### src/include/music_consts.svh
`ifndef MUSIC_CONSTS_SVH
`define MUSIC_CONSTS_SVH

// Song ROM layout
`define SONG_COUNT 4
`define SONG_LEN 8

// Audio stream widths
`define SAMPLE_W 16
`define PHASE_W 16

// Accepted samples per duration unit
`define SAMPLES_PER_BEAT 4

// Phase steps for octave 7 at a 48 kHz frame rate
`define STEP_C 16'd2858
`define STEP_CS 16'd3028
`define STEP_D 16'd3208
`define STEP_DS 16'd3398
`define STEP_E 16'd3600
`define STEP_F 16'd3815
`define STEP_FS 16'd4041
`define STEP_G 16'd4282
`define STEP_GS 16'd4536
`define STEP_A 16'd4806
`define STEP_AS 16'd5092
`define STEP_B 16'd5395

// Button filter, about 10 ms at 100 MHz
`define DEBOUNCE_BITS_DEFAULT 20

`endif

### src/songs.hex
// One 16-bit word per line, four songs of eight entries each
// Note 0|octave[3]|semitone[4]|beats[8], control 1|op[1]|unused[6]|beats[8], op 1 ends a song
// Song 0, notes and rests, closed by an end word
4001
5402
8001
6701
7902
3B01
8002
C000
// Song 1, eight notes, ends by index wrap
5001
5202
5401
5501
5701
5901
5B01
6001
// Song 2
6001
6401
6701
8001
6702
6402
6001
C000
// Song 3
3901
4001
4401
4702
8002
4701
4401
4002
### src/song_pkg.sv
`include "music_consts.svh"

package song_pkg;

    // Song number
    typedef logic [$clog2(`SONG_COUNT)-1:0] song_sel_t;

    // Pitch fields
    typedef logic [2:0] octave_t;
    typedef logic [3:0] semitone_t;
    typedef logic [7:0] beats_t;

    // Kind bit, top of every ROM word
    localparam logic KIND_NOTE = 1'b0;
    localparam logic KIND_CTRL = 1'b1;

    // Control ops
    localparam logic OP_REST = 1'b0;
    localparam logic OP_END  = 1'b1;

    // Note view
    typedef struct packed {
        logic      kind;
        octave_t   octave;
        semitone_t semitone;
        beats_t    beats;
    } note_t;

    // Control view, rest or end of song
    typedef struct packed {
        logic       kind;
        logic       op;
        logic [5:0] unused;
        beats_t     beats;
    } ctrl_t;

    // One ROM word, read through either view
    typedef union packed {
        note_t note;
        ctrl_t ctrl;
    } song_word_u;

    // Reader to note player
    typedef struct packed {
        song_word_u word;
        logic       valid;
    } entry_t;

endpackage

### src/audio_pkg.sv
`include "music_consts.svh"

package audio_pkg;

    // One stream sample, note_on low during rests
    typedef struct packed {
        logic signed [`SAMPLE_W-1:0] level;
        logic                        note_on;
    } sample_t;

    // Player state seen by the board
    typedef struct packed {
        song_pkg::song_sel_t song;
        logic                playing;
    } status_t;

endpackage

### src/button_press_unit.sv
`timescale 1ns/1ps
`include "music_consts.svh"

module button_press_unit #(
    parameter int DEBOUNCE_BITS = `DEBOUNCE_BITS_DEFAULT
) (
    input  logic clk,
    input  logic rst,
    input  logic button,
    output logic press
);

    logic [1:0]               sync;
    logic [DEBOUNCE_BITS-1:0] count;
    logic                     level;
    logic                     level_d;

    always_ff @(posedge clk) begin
        if (rst) begin
            sync    <= '0;
            count   <= '0;
            level   <= 1'b0;
            level_d <= 1'b0;
        end else begin
            // Two-flop synchronizer
            sync    <= {sync[0], button};
            level_d <= level;
            // Level must hold until the counter saturates
            if (sync[1] == level) begin
                count <= '0;
            end else if (&count) begin
                level <= sync[1];
                count <= '0;
            end else begin
                count <= count + 1'b1;
            end
        end
    end

    // Rising edge of the filtered level
    assign press = level & ~level_d;

endmodule

### src/player_ctrl.sv
`timescale 1ns/1ps

module player_ctrl (
    input  logic               clk,
    input  logic               rst,
    input  logic               play_press,
    input  logic               next_press,
    input  logic               end_song,
    output audio_pkg::status_t status,
    output logic               restart
);

    always_ff @(posedge clk) begin
        if (rst) begin
            status <= '0;
        end else begin
            // Next song, wraps after the last one
            if (next_press) begin
                status.song <= status.song + 1'b1;
            end
            // End of song wins over a play press
            if (end_song) begin
                status.playing <= 1'b0;
            end else if (play_press) begin
                status.playing <= ~status.playing;
            end
        end
    end

    // Reader back to entry 0
    assign restart = next_press | end_song;

    // Reader sends end of song as a one-cycle pulse
    assert property (@(posedge clk) disable iff (rst)
        end_song |=> !end_song);

endmodule

### src/song_reader.sv
`timescale 1ns/1ps
`include "music_consts.svh"

module song_reader (
    input  logic               clk,
    input  logic               rst,
    input  audio_pkg::status_t status,
    input  logic               restart,
    output song_pkg::entry_t   entry,
    input  logic               entry_ready,
    output logic               end_song
);
    import song_pkg::*;

    localparam int IDX_W = $clog2(`SONG_LEN);

    // Fetch FSM
    typedef enum logic [1:0] {
        S_ADDR,
        S_DATA,
        S_OFFER,
        S_DRAIN
    } state_t;

    state_t           state;
    logic [IDX_W-1:0] index;
    logic [15:0]      rom [0:`SONG_COUNT*`SONG_LEN-1];
    song_word_u       rom_q;
    song_word_u       entry_word;
    logic             entry_valid;
    logic             last_index;

    initial $readmemh("/design/src/songs.hex", rom);

    // ========================================
    // ROM, one-cycle read at {song, index}
    // ========================================
    always_ff @(posedge clk) begin
        rom_q <= rom[{status.song, index}];
    end

    assign last_index = (index == IDX_W'(`SONG_LEN - 1));

    // ========================================
    // Sequencing
    // ========================================
    always_ff @(posedge clk) begin
        if (rst) begin
            state       <= S_ADDR;
            index       <= '0;
            entry_valid <= 1'b0;
            end_song    <= 1'b0;
        end else begin
            end_song <= 1'b0;
            if (restart) begin
                // Flush any offer, back to entry 0
                state       <= S_ADDR;
                index       <= '0;
                entry_valid <= 1'b0;
            end else begin
                case (state)
                    S_ADDR: begin
                        if (status.playing) begin
                            state <= S_DATA;
                        end
                    end
                    S_DATA: begin
                        // End words stay here
                        if (rom_q.ctrl.kind == KIND_CTRL && rom_q.ctrl.op == OP_END) begin
                            state <= S_DRAIN;
                        end else begin
                            entry_valid <= 1'b1;
                            state       <= S_OFFER;
                        end
                    end
                    S_OFFER: begin
                        if (entry_ready) begin
                            entry_valid <= 1'b0;
                            if (last_index) begin
                                state <= S_DRAIN;
                            end else begin
                                index <= index + 1'b1;
                                state <= S_ADDR;
                            end
                        end
                    end
                    S_DRAIN: begin
                        // Ready again means the last note is done
                        if (entry_ready) begin
                            end_song <= 1'b1;
                            index    <= '0;
                            state    <= S_ADDR;
                        end
                    end
                    default: state <= S_ADDR;
                endcase
            end
        end
    end

    // Word for the note player
    always_ff @(posedge clk) begin
        if (state == S_DATA) begin
            entry_word <= rom_q;
        end
    end

    assign entry.word  = entry_word;
    assign entry.valid = entry_valid;

    // Offer holds until taken or flushed
    assert property (@(posedge clk) disable iff (rst)
        entry_valid && !entry_ready && !restart |=> entry_valid && $stable(entry_word));

endmodule

### src/note_player.sv
`timescale 1ns/1ps
`include "music_consts.svh"

module note_player (
    input  logic               clk,
    input  logic               rst,
    input  logic               playing,
    input  song_pkg::entry_t   entry,
    output logic               entry_ready,
    output audio_pkg::sample_t sample,
    output logic               sample_valid,
    input  logic               sample_ready
);
    import song_pkg::*;

    // Duration in samples, beats times SAMPLES_PER_BEAT
    localparam int DUR_W = 8 + $clog2(`SAMPLES_PER_BEAT);

    logic                 busy;
    logic                 is_note;
    logic [`PHASE_W-1:0]  step;
    logic [`PHASE_W-1:0]  phase;
    logic [DUR_W-1:0]     remaining;
    logic                 take;
    logic                 accept;
    logic                 entry_is_note;
    beats_t               entry_beats;
    logic [`PHASE_W-1:0]  base_step;
    logic [`SAMPLE_W-1:0] centered;

    assign entry_ready   = !busy;
    assign take          = entry.valid && entry_ready;
    assign accept        = sample_valid && sample_ready;
    assign entry_is_note = (entry.word.note.kind == KIND_NOTE);
    // Beats sit in the low byte of both views
    assign entry_beats   = entry.word.note.beats;

    // Octave 7 step per semitone
    always_comb begin
        case (entry.word.note.semitone)
            4'd0:    base_step = `STEP_C;
            4'd1:    base_step = `STEP_CS;
            4'd2:    base_step = `STEP_D;
            4'd3:    base_step = `STEP_DS;
            4'd4:    base_step = `STEP_E;
            4'd5:    base_step = `STEP_F;
            4'd6:    base_step = `STEP_FS;
            4'd7:    base_step = `STEP_G;
            4'd8:    base_step = `STEP_GS;
            4'd9:    base_step = `STEP_A;
            4'd10:   base_step = `STEP_AS;
            4'd11:   base_step = `STEP_B;
            default: base_step = '0;
        endcase
    end

    // Control, sample_valid held until accepted
    always_ff @(posedge clk) begin
        if (rst) begin
            busy         <= 1'b0;
            sample_valid <= 1'b0;
        end else if (take) begin
            // Zero-length entries are skipped
            busy <= (entry_beats != 8'd0);
        end else if (accept) begin
            if (remaining == DUR_W'(1)) begin
                busy         <= 1'b0;
                sample_valid <= 1'b0;
            end else begin
                sample_valid <= playing;
            end
        end else if (busy && playing) begin
            sample_valid <= 1'b1;
        end
    end

    // Phase and duration, both frozen under back-pressure
    always_ff @(posedge clk) begin
        if (take) begin
            is_note   <= entry_is_note;
            step      <= base_step >> (3'd7 - entry.word.note.octave);
            phase     <= '0;
            remaining <= DUR_W'(entry_beats) * DUR_W'(`SAMPLES_PER_BEAT);
        end else if (accept) begin
            phase     <= phase + step;
            remaining <= remaining - 1'b1;
        end
    end

    // Low 15 phase bits doubled, moved to signed range
    assign centered = {~phase[`PHASE_W-2], phase[`PHASE_W-3:0], 1'b0};

    // Top bit picks rising or falling half
    always_comb begin
        sample.note_on = is_note;
        if (!is_note) begin
            sample.level = '0;
        end else if (phase[`PHASE_W-1]) begin
            sample.level = ~centered;
        end else begin
            sample.level = centered;
        end
    end

    // Held sample under back-pressure
    assert property (@(posedge clk) disable iff (rst)
        sample_valid && !sample_ready |=> sample_valid && $stable(sample));

    // Notes in the scale, only rests come as control words
    assert property (@(posedge clk) disable iff (rst)
        take |-> (entry_is_note ? entry.word.note.semitone < 4'd12
                                : entry.word.ctrl.op == OP_REST));

endmodule

### src/music_player.sv
`timescale 1ns/1ps
`include "music_consts.svh"

module music_player #(
    parameter int DEBOUNCE_BITS = `DEBOUNCE_BITS_DEFAULT
) (
    input  logic               clk,
    input  logic               rst,
    input  logic               play_btn,
    input  logic               next_btn,
    output audio_pkg::sample_t sample,
    output logic               sample_valid,
    input  logic               sample_ready,
    output audio_pkg::status_t status
);
    import song_pkg::*;

    logic   play_press;
    logic   next_press;
    logic   end_song;
    logic   restart;
    logic   entry_ready;
    entry_t entry;

    // ========================================
    // Button filters
    // ========================================
    button_press_unit #(.DEBOUNCE_BITS(DEBOUNCE_BITS)) i_play_bpu (
        .clk    (clk),
        .rst    (rst),
        .button (play_btn),
        .press  (play_press)
    );

    button_press_unit #(.DEBOUNCE_BITS(DEBOUNCE_BITS)) i_next_bpu (
        .clk    (clk),
        .rst    (rst),
        .button (next_btn),
        .press  (next_press)
    );

    // ========================================
    // Player
    // ========================================
    player_ctrl i_player_ctrl (
        .clk        (clk),
        .rst        (rst),
        .play_press (play_press),
        .next_press (next_press),
        .end_song   (end_song),
        .status     (status),
        .restart    (restart)
    );

    // Song ROM walk
    song_reader i_song_reader (
        .clk         (clk),
        .rst         (rst),
        .status      (status),
        .restart     (restart),
        .entry       (entry),
        .entry_ready (entry_ready),
        .end_song    (end_song)
    );

    // Sample stream out to the codec side
    note_player i_note_player (
        .clk          (clk),
        .rst          (rst),
        .playing      (status.playing),
        .entry        (entry),
        .entry_ready  (entry_ready),
        .sample       (sample),
        .sample_valid (sample_valid),
        .sample_ready (sample_ready)
    );

endmodule

### config.mk
export PLATFORM = sky130hd
export DESIGN_NAME = music_player
export DESIGN_NICKNAME = d
export VERILOG_FILES = /design/src/song_pkg.sv /design/src/audio_pkg.sv /design/src/button_press_unit.sv /design/src/player_ctrl.sv /design/src/song_reader.sv /design/src/note_player.sv /design/src/music_player.sv
export VERILOG_INCLUDE_DIRS = /design/src /design/src/include
export SDC_FILE = /design/constraint.sdc
export NUM_CORES = 1
export LEC_CHECK = 0
export ABC_AREA = 1
export BUFFER_PORTS_ARGS = -buffer_cell sky130_fd_sc_hd__buf_2
export CAP_MARGIN = 40
export CORE_MARGIN = 1.5
export CORE_UTILIZATION = 50
export CTS_BUF_LIST = sky130_fd_sc_hd__clkbuf_8 sky130_fd_sc_hd__clkbuf_16
export CTS_CLUSTER_DIAMETER = 120
export DETAILED_ROUTE_END_ITERATION = 10
export GPL_TIMING_DRIVEN = 0
export HOLD_SLACK_MARGIN = 0.03
export PLACE_DENSITY_LB_ADDON = 0.05
export RECOVER_POWER = 25
export SETUP_SLACK_MARGIN = 0.3
export SYNTH_ARGS = -nofsm -noshare
export SYNTH_HDL_FRONTEND = slang
export SYNTH_SLANG_ARGS = --single-unit
export TNS_END_PERCENT = 1
### constraint.sdc
create_clock -name clk -period 1.4 [get_ports clk]
set_input_delay 0.14 -clock clk [delete_from_list [all_inputs] [get_ports clk]]
set_output_delay 0.14 -clock clk [all_outputs]
set_load 0.02 [all_outputs]
==> results of run 1 <==
-- sequential cells by signal, indices dropped and copies added (netlist names) --
register	flops
i_song_reader.state	2
i_player_ctrl.status	3
i_play_bpu.count	20
i_note_player.remaining	10
i_play_bpu.level	1
i_next_bpu.count	20
i_next_bpu.level	1
i_song_reader.end_song	1
i_song_reader.index	3
i_play_bpu.level_d	1
i_next_bpu.sync	2
i_note_player.sample_valid	1
i_next_bpu.level_d	1
i_song_reader.entry_valid	1
i_play_bpu.sync	2
-- cell type report --
cell class / count / area, µm²
tap: 77 / 96.3
fill: 562 / 2140
timing repair buffer: 23 / 216
clock buffer: 9 / 124
clock inverter: 7 / 97.6
inverter: 54 / 203
buffer: 22 / 195
multi-input combinational: 328 / 1940
sequential: 69 / 1490
-- cells in the mapped netlist (2+ instances only) --
cell type	count
sky130_fd_sc_hd__inv_1	51
sky130_fd_sc_hd__o21ai_0	9
sky130_fd_sc_hd__nor2_4	2
sky130_fd_sc_hd__dfxtp_1	61
sky130_fd_sc_hd__nor3_1	5
sky130_fd_sc_hd__nand2_1	95
sky130_fd_sc_hd__nor3b_1	2
sky130_fd_sc_hd__nor2_2	15
sky130_fd_sc_hd__nand2_2	4
sky130_fd_sc_hd__nand4_1	4
sky130_fd_sc_hd__edfxtp_1	8
sky130_fd_sc_hd__nand2_4	2
sky130_fd_sc_hd__buf_4	20
sky130_fd_sc_hd__xnor2_1	12
sky130_fd_sc_hd__xor2_1	14
sky130_fd_sc_hd__ha_1	6
sky130_fd_sc_hd__or2_2	3
sky130_fd_sc_hd__inv_2	3
sky130_fd_sc_hd__nand3_2	3
sky130_fd_sc_hd__nand3_1	24
sky130_fd_sc_hd__nor2_1	81
sky130_fd_sc_hd__a21oi_1	21
sky130_fd_sc_hd__or2_0	2
-- power breakdown --
part / internal, mW / switching [mW] / leakage, nW
registers: 2.00 / 0.00449 / 0.556
logic: 0.0707 / 0.0878 / 0.900
clock network: 1.01 / 0.819 / 0.114
total: 3.08 / 0.911 / 1.57
-- path summary, 6_finish.rpt --
| path | start | end | slack, ns | cells after the start |
|---|---|---|---|---|
| worst max-delay path | i_next_bpu.count[0] | i_next_bpu.count[8] | 0.0006 | 10 |
| worst min-delay path | rst | i_play_bpu.sync[0] | 0.08 | 2 |
| worst max register to register | i_next_bpu.count[0] | i_next_bpu.count[8] | 0.0006 | 10 |
| worst min register to register | i_next_bpu.sync[0] | i_next_bpu.sync[1] | 0.40 | 2 |
-- kinds of logic (layout without fill, tap and decap cells) --
| group | count (synthesis) | in the layout |
|---|---|---|
| DFF | 69 | 69 |
| adders and majority gates | 6 | 6 |
| xor gates and xnor gates | 26 | 26 |
| other | 1 | 17 |
| and+or+nand+nor | 245 | 245 |
| buffers and inverters | 76 | 115 |
| AOI/OAI and AO/OA | 34 | 34 |
-- timing repair --
| item | CTS | global route |
|---|---|---|
| gates resized for setup | 19 | 81 |
| hold endpoints to repair | 2 | 0 |
| pin swaps | 6 | 18 |
| endpoints found under the setup margin | 64 | 67 |
| gates cloned | 1 | 0 |
| hold buffers | 2 | 0 |
| buffers inserted | 11 | 2 |
-- placed cells by master (no fill, tap or decap), drive strengths merged, types with 2 or more instances in the layout --
cell type / count
nor3b: 2
dfxtp: 61
or2: 5
dlygate4sd3: 2
xnor2: 12
o21ai: 9
nand2: 101
clkinv: 3
edfxtp: 8
nor3: 6
a21oi: 22
ha: 6
nand4: 4
bufinv: 2
clkbuf: 9
inv: 56
xor2: 14
nand3: 27
nor2: 98
buf: 43
conb: 17
-- per-layer routing --
metal,vias up,track usage [%],part of all wire (%)
li1,1492,-,-
met1,1245,23.2,46
met2,36,32.6,49
met3,16,5.29,2.7
met4,0,8.21,1.9
met5,-,0,0
-- through the flow --
stage	hold slack (ns)	cell area, µm²	worst slack, ns
final	0.0777	4360	0.000632
after global routing	0.0806	4360	-0.0880
after CTS	0.0640	4070	0.0145
after detailed placement	0.348	3630	-0.306
after global placement	0.344	3630	-0.289
after floorplan	0.247	3500	-0.00469
-- worst reg2reg max path: cells and delay by family (launching register included) --
| kind | cells | cell delay [ns] |
|---|---|---|
| flip-flops | 1 | 0.36 |
| AND/OR/NAND/NOR | 7 | 0.55 |
| buffers and inverters | 2 | 0.23 |
| adder cells (fa/ha/maj) | 1 | 0.15 |
==> flow_results.org, run 1 <==
** Status
- Outcome :: finished, final reports clean

** Setup path
- Counting both buffers and inverters, the worst setup path holds a total of 2.
- At the worst endpoint, the arrival time is 1.64 ns.
- STA classifies the critical path endpoint as a flop.
- Max stage delay cell, worst path :: sky130_fd_sc_hd__dfxtp_2
- Cell type with the highest occurrence count on the critical path :: sky130_fd_sc_hd__nand2_4
- Required time of the critical path :: 1.64 ns
- Family with the most delay on the worst path :: simple AND/OR/NAND/NOR gates
- Type of the worst setup path :: flop to flop
- Largest stage delay, worst path :: between 0.3 and 0.4 ns
- STA classifies the critical path startpoint as a flop.
- Crit-path max FO :: 5
- Walking the worst path, the cells encountered are ha_4 -> nand2_4 -> nor2_4 -> nand2_4 -> nor2_4 -> nand3_2 -> nand2_4 -> buf_12 -> buf_12 -> nor2_2.

** Synthesis
- In this run the biggest area consumer among cell types represents 35.6% of the synthesized area.
- Summing every instance area after synthesis gives about 3400 µm².
- The netlist uses 33 different library cells.
- Synth area leaders :: sky130_fd_sc_hd__dfxtp_1, sky130_fd_sc_hd__nand2_1, sky130_fd_sc_hd__nor2_1, sky130_fd_sc_hd__edfxtp_1, sky130_fd_sc_hd__inv_1
- Largest family of logic cells by synthesized area :: simple AND/OR/NAND/NOR gates
- Library cell with the largest summed area after synthesis :: sky130_fd_sc_hd__dfxtp_1
- The synthesized design contains 69 register bits.
- After synthesis, the share of flip-flops with an asynchronous set or reset is 0%.
- Primary flip-flop cell chosen by synthesis mapping :: sky130_fd_sc_hd__dfxtp_1
- Multiplexer fraction of the synthesized cell area :: 0%
- Synth warn :: 0
- Post-Synth Adder-Cell Area :: 2.19%
- Basic-gate share of the synthesized area counting and, or, nand and nor cells :: approximately 32%
- Parity-gate share of the synthesized area counting xor and xnor cells :: 6.64%
- Synthesis produced between 400 and 500 cells.
- The share of the Yosys chip area taken by registers is 42.6%.
- Summing the areas of all compound-gate instances in the mapped netlist gives 5.29% of the synthesized area.
- Number of synthesized flops with an enable pin :: 8
- A synthesized cell averages 7.50 µm².

** Worst hold path
- Min-Delay Path Class :: input port to flop

** Pwr
- Total power :: about 4.0 mW
- Summed over all cells, the static leakage comes to 1.57 nW.
- The worst-case IR drop observed on VDD is 0.690 mV.
- In this run the power density over the cells is 916 nW/µm².

** Timing
- Adding up every negative setup slack in the final design gives 0 ns.
- RSZ-0062 raised after global routing :: yes
- Timing would allow up to 715 MHz.
- The count of final max-slew check failures was 0.
- The number of failing hold endpoints at the final stage came to 0.
- Clock tree skew after final layout :: 0.00539 ns
- Setup violations remaining at the end of the flow were counted as 0.
- Time the final worst path needs with I/O delays and setup :: 1.40 ns
- After layout, the worst path uses 100% of the clock period.

** Floorplanning
- The core region is approximately 6500 µm².
- The die is 85.8 µm tall.
- Total Die Area :: around 7400 µm²
- Starting utilization of the core area :: 52.8%
- From left edge to right edge, the die measures 85.8 µm.
- Row cnt :: 29
- Boundary Pins :: 26

** Clocking
- Later-pin clock latency in the skew report :: around 0.35 ns
- Clock transition at the registers of the reported paths :: 0.08 ns
- Max H-tree Level :: 3
- Largest buffer count on any clock path :: 2
- Number of CTS-inserted buffers :: 9
- The tree built by TritonCTS fans out to 69 sinks.
- Cell chosen for the clock root :: sky130_fd_sc_hd__clkbuf_8
- TritonCTS built the clock tree.

** Final layout
- Measured on the finished design, the core utilization comes to roughly two thirds.
- Excluding fillers, the count of instances in the completed layout stands at between 500 and 600.
- From synthesis to final layout, the design area changed by 27.0%.
- In the final design database the tool counted 518 nets.
- Fraction of layout cells with a size suffix above 1 :: 30.9%
- Antenna diode instance count :: 0

** GRT
- Global-route wire length before repair :: 11.2 mm
- Vias in the first global route :: 2659
- For this run, the total global-route usage over all layers was measured as between 10% and 20%.
- Initial antenna violation count :: 0
- Total global routing overflow :: 0
- Largest net degree at the start of global routing :: 14

** Placement
- Gpl congestion :: 0.828
- DP Wirelength :: 4.50 mm
- Number of instances in the placed design :: 557
- In this run the tool buffered the top-level ports with 7 buffer cells.

** Drt
- Vias per std cell :: 4.74
- The routed design has a little under 7 mm of wire.
- The detailed router placed 2789 vias in this run.
- In this run, the number of DRC markers left after iteration 0 of detailed routing was 79.
- In this run the remaining antenna-violating nets after routing total 0.
- After detailed routing, the average wire length per cell comes to 11.6 µm.
- Remaining design rule violation count :: 0
- Before antenna repair, the detailed router went through 4 iterations.

** Run
- Total of max-cap violations :: 0
No activity file was read; power rests on OpenSTA's default activity.
==> inputs of run 2 (changes only) <==
--- a/config.mk
+++ b/config.mk
@@ -17,7 +17,7 @@
 export GPL_TIMING_DRIVEN = 0
 export HOLD_SLACK_MARGIN = 0.03
 export PLACE_DENSITY_LB_ADDON = 0.05
-export RECOVER_POWER = 25
+export RECOVER_POWER = 100
 export SETUP_SLACK_MARGIN = 0.3
 export SYNTH_ARGS = -nofsm -noshare
 export SYNTH_HDL_FRONTEND = slang
==> run 2 against run 1 <==
Against the previous run:
- via count decreased by 0.36%
- clock skew increased by 0.00080 ns
- sequential cell count unchanged
- routed wire length increased by 0.26%
- hold slack got worse by 0.0025 ns
- combinational power decreased by 3%
- critical path depth unchanged
- critical path type unchanged
- critical endpoint unchanged
==> flow_results.org, run 2 (synthesis gave the netlist of run 1 again) <==
** Clocking
- Later-pin clock latency in the skew report :: 0.35 ns
- Number of CTS-inserted buffers :: 9
- The root buffer cell chosen for the clock tree is sky130_fd_sc_hd__clkbuf_8.
- The clock tree synthesis step divided the H-tree into 3 levels.
- Clock sink total :: 69
- CTS tree :: built
- Clock transition at the registers of the reported paths :: 0.08 ns
- The longest clock path from root to sink contains 2 buffers.

** Setup path
- Type of element launching the critical path :: flop
- Crit-path max FO :: 5
- Worst setup EP type :: flop
- The critical path is of the flop to flop type.
- CP Data Arrival Time :: 1.64 ns
- For the worst flop-to-flop path, the logic depth is 10.
- STA puts the critical path data required time at 1.64 ns.

** Final layout
- In the final design database the tool counted 518 nets.
- Most frequent standard cell in the layout excluding fill and tap cells :: sky130_fd_sc_hd__nand2_1
- Antenna diode instance count :: 0
- Top library cells by usage in the layout, fill and taps aside :: sky130_fd_sc_hd__nand2_1, sky130_fd_sc_hd__nor2_1, sky130_fd_sc_hd__inv_1, sky130_fd_sc_hd__dfxtp_1, sky130_fd_sc_hd__buf_4
- Relative to the synthesized area, the layout overhead comes to 25.4%.
- Fraction of layout cells with a size suffix above 1 :: 28.5%
- Post-route cell area :: approximately 4300 µm²
- Registers with the most flip-flops :: i_next_bpu.count x20, i_play_bpu.count x20, i_note_player.remaining x10
- Finished Core Util :: approximately 66%

** Drt
- Once detail routing completed, the nets flagged for antenna violations numbered 0.
- For this run, design rule violations remaining after detail routing come to 0.
- Iteration-0 DRC Markers :: 88
- Number of search-and-repair iterations in the first detailed-routing pass :: 4
- Vias per std cell :: 4.72
- The final route contains between 2000 and 3000 vias.
- Average wire per standard cell :: 11.6 µm
- Total detailed-routing wirelength :: 6.82 mm

** GRT
- Initial antenna violation count :: 0
- Overall Global Routing Usage :: ~19%
- Entering global routing, the biggest net connects 14 pins.
- The number of global-route vias before repair came to 2659.
- Total global routing overflow :: 0
- The first global-routing pass estimated 11.2 mm of wire.

** Pwr
- Dividing total power by cell area gives a power density of 927 nW/µm².
- VDD sags by at most 0.690 mV.
- Total power :: 3.99 mW
- Summed over all cells, the static leakage comes to ~1.6 nW.

** Floorplanning
- In this run the horizontal extent of the chip is 85.8 µm.
- Total Die Area :: between 7000 and 8000 µm²
- Core area :: 6490 µm²
- In this run the count of I/O pins placed on the die edge is 26.
- In this run the core area contains 29 standard-cell rows.
- For this configuration, the core starts out at a cell density of 52.8%.
- The floorplan step set the die height to 85.8 µm.

** Timing
- Time the final worst path needs with I/O delays and setup :: 1.40 ns
- The number of failing hold endpoints at the final stage was 0.
- Period utilization :: 99.9%
- Final setup violation count :: 0
- The count of final max-slew check failures is 0.
- Setup repair after global routing could not meet its margin everywhere.
- Based on the critical path, the design can be clocked at up to 715 MHz.
- Clock tree skew after final layout :: around 0.0062 ns

** Placement
- Cell Area, Placed :: between 3000 and 4000 µm²
- Number of buffers added on ports :: 7
- DP Wirelength :: 4.50 mm
- Gpl congestion :: 0.828

** Status
- Outcome :: finished, final reports clean

** Worst hold path
- The tightest min-delay check is of the input port to flop type.
- The worst hold path passes through 2 cells.

** Run
- Total of max-cap violations :: 0
==> run 2: changes by cell type in the layout (fill, tap and decap cells not counted), moves of 3 or more <==
cell and change:
sky130_fd_sc_hd__clkbuf_1 +3, sky130_fd_sc_hd__inv_1 +3, sky130_fd_sc_hd__buf_2 -3, sky130_fd_sc_hd__inv_2 -3
==> run 2: where the power goes <==
group	internal, mW	leakage (nW)	switching [mW]
Combinational	0.0688	0.886	0.0862
Sequential	2.00	0.556	0.00446
Clock	1.01	0.114	0.820
Total	3.08	1.56	0.911
==> run 2: worst paths after layout <==
path / startpoint / endpoint / slack, ns
min reg2reg: i_next_bpu.sync[0] / i_next_bpu.sync[1] / 0.40
min: rst / i_play_bpu.sync[0] / 0.08
max reg2reg: i_next_bpu.count[0] / i_next_bpu.count[8] / 0.002
max: i_next_bpu.count[0] / i_next_bpu.count[8] / 0.002
==> run 2: per-layer routing <==
metal	track usage [%]	part of all wire [%]	up-vias
met5	0	0	-
met4	8.21	1.5	0
met3	5.29	2.5	11
met2	32.6	50	35
met1	23.2	46	1244
li1	-	-	1489
==> run 2: timing repair <==
item | CTS | global route
resized for setup | 19 | 81
pin swaps | 6 | 18
endpoints found under the hold margin | 2 | 0
hold buffers | 2 | 0
cloned | 1 | 0
setup buffers | 11 | 2
setup endpoints to repair | 64 | 67
==> run 2: layout make-up <==
type / instances / area [µm²]
buffer: 22 / 186
multi-input combinational: 328 / 1890
tap: 77 / 96.3
clock buffer: 9 / 124
timing repair buffer: 23 / 213
fill: 568 / 2190
sequential: 69 / 1490
clock inverter: 7 / 97.6
inverter: 54 / 203
==> run 2: critical path: stages (launching register included) <==
cell and delay, ns:
sky130_fd_sc_hd__dfxtp_2 0.36, sky130_fd_sc_hd__ha_4 0.15, sky130_fd_sc_hd__nand2_4 0.05, sky130_fd_sc_hd__nor2_4 0.11
sky130_fd_sc_hd__nand2_4 0.07, sky130_fd_sc_hd__nor2_4 0.09, sky130_fd_sc_hd__nand3_2 0.09, sky130_fd_sc_hd__nand2_4 0.11
sky130_fd_sc_hd__buf_12 0.12, sky130_fd_sc_hd__buf_12 0.11, sky130_fd_sc_hd__nor2_2 0.03
==> run 2: per-stage QoR <==
stage	TNS [ns]	cells	hold slack, ns	setup slack (ns)
3_3_place_gp	-7.16	557	0.344	-0.289
3_5_place_dp	-7.70	557	0.348	-0.306
6_report	0	589	0.0752	0.00188
4_1_cts	0	587	0.0640	0.0145
2_1_floorplan	-0.0392	473	0.247	-0.00469
5_1_grt	-1.27	589	0.0806	-0.0880
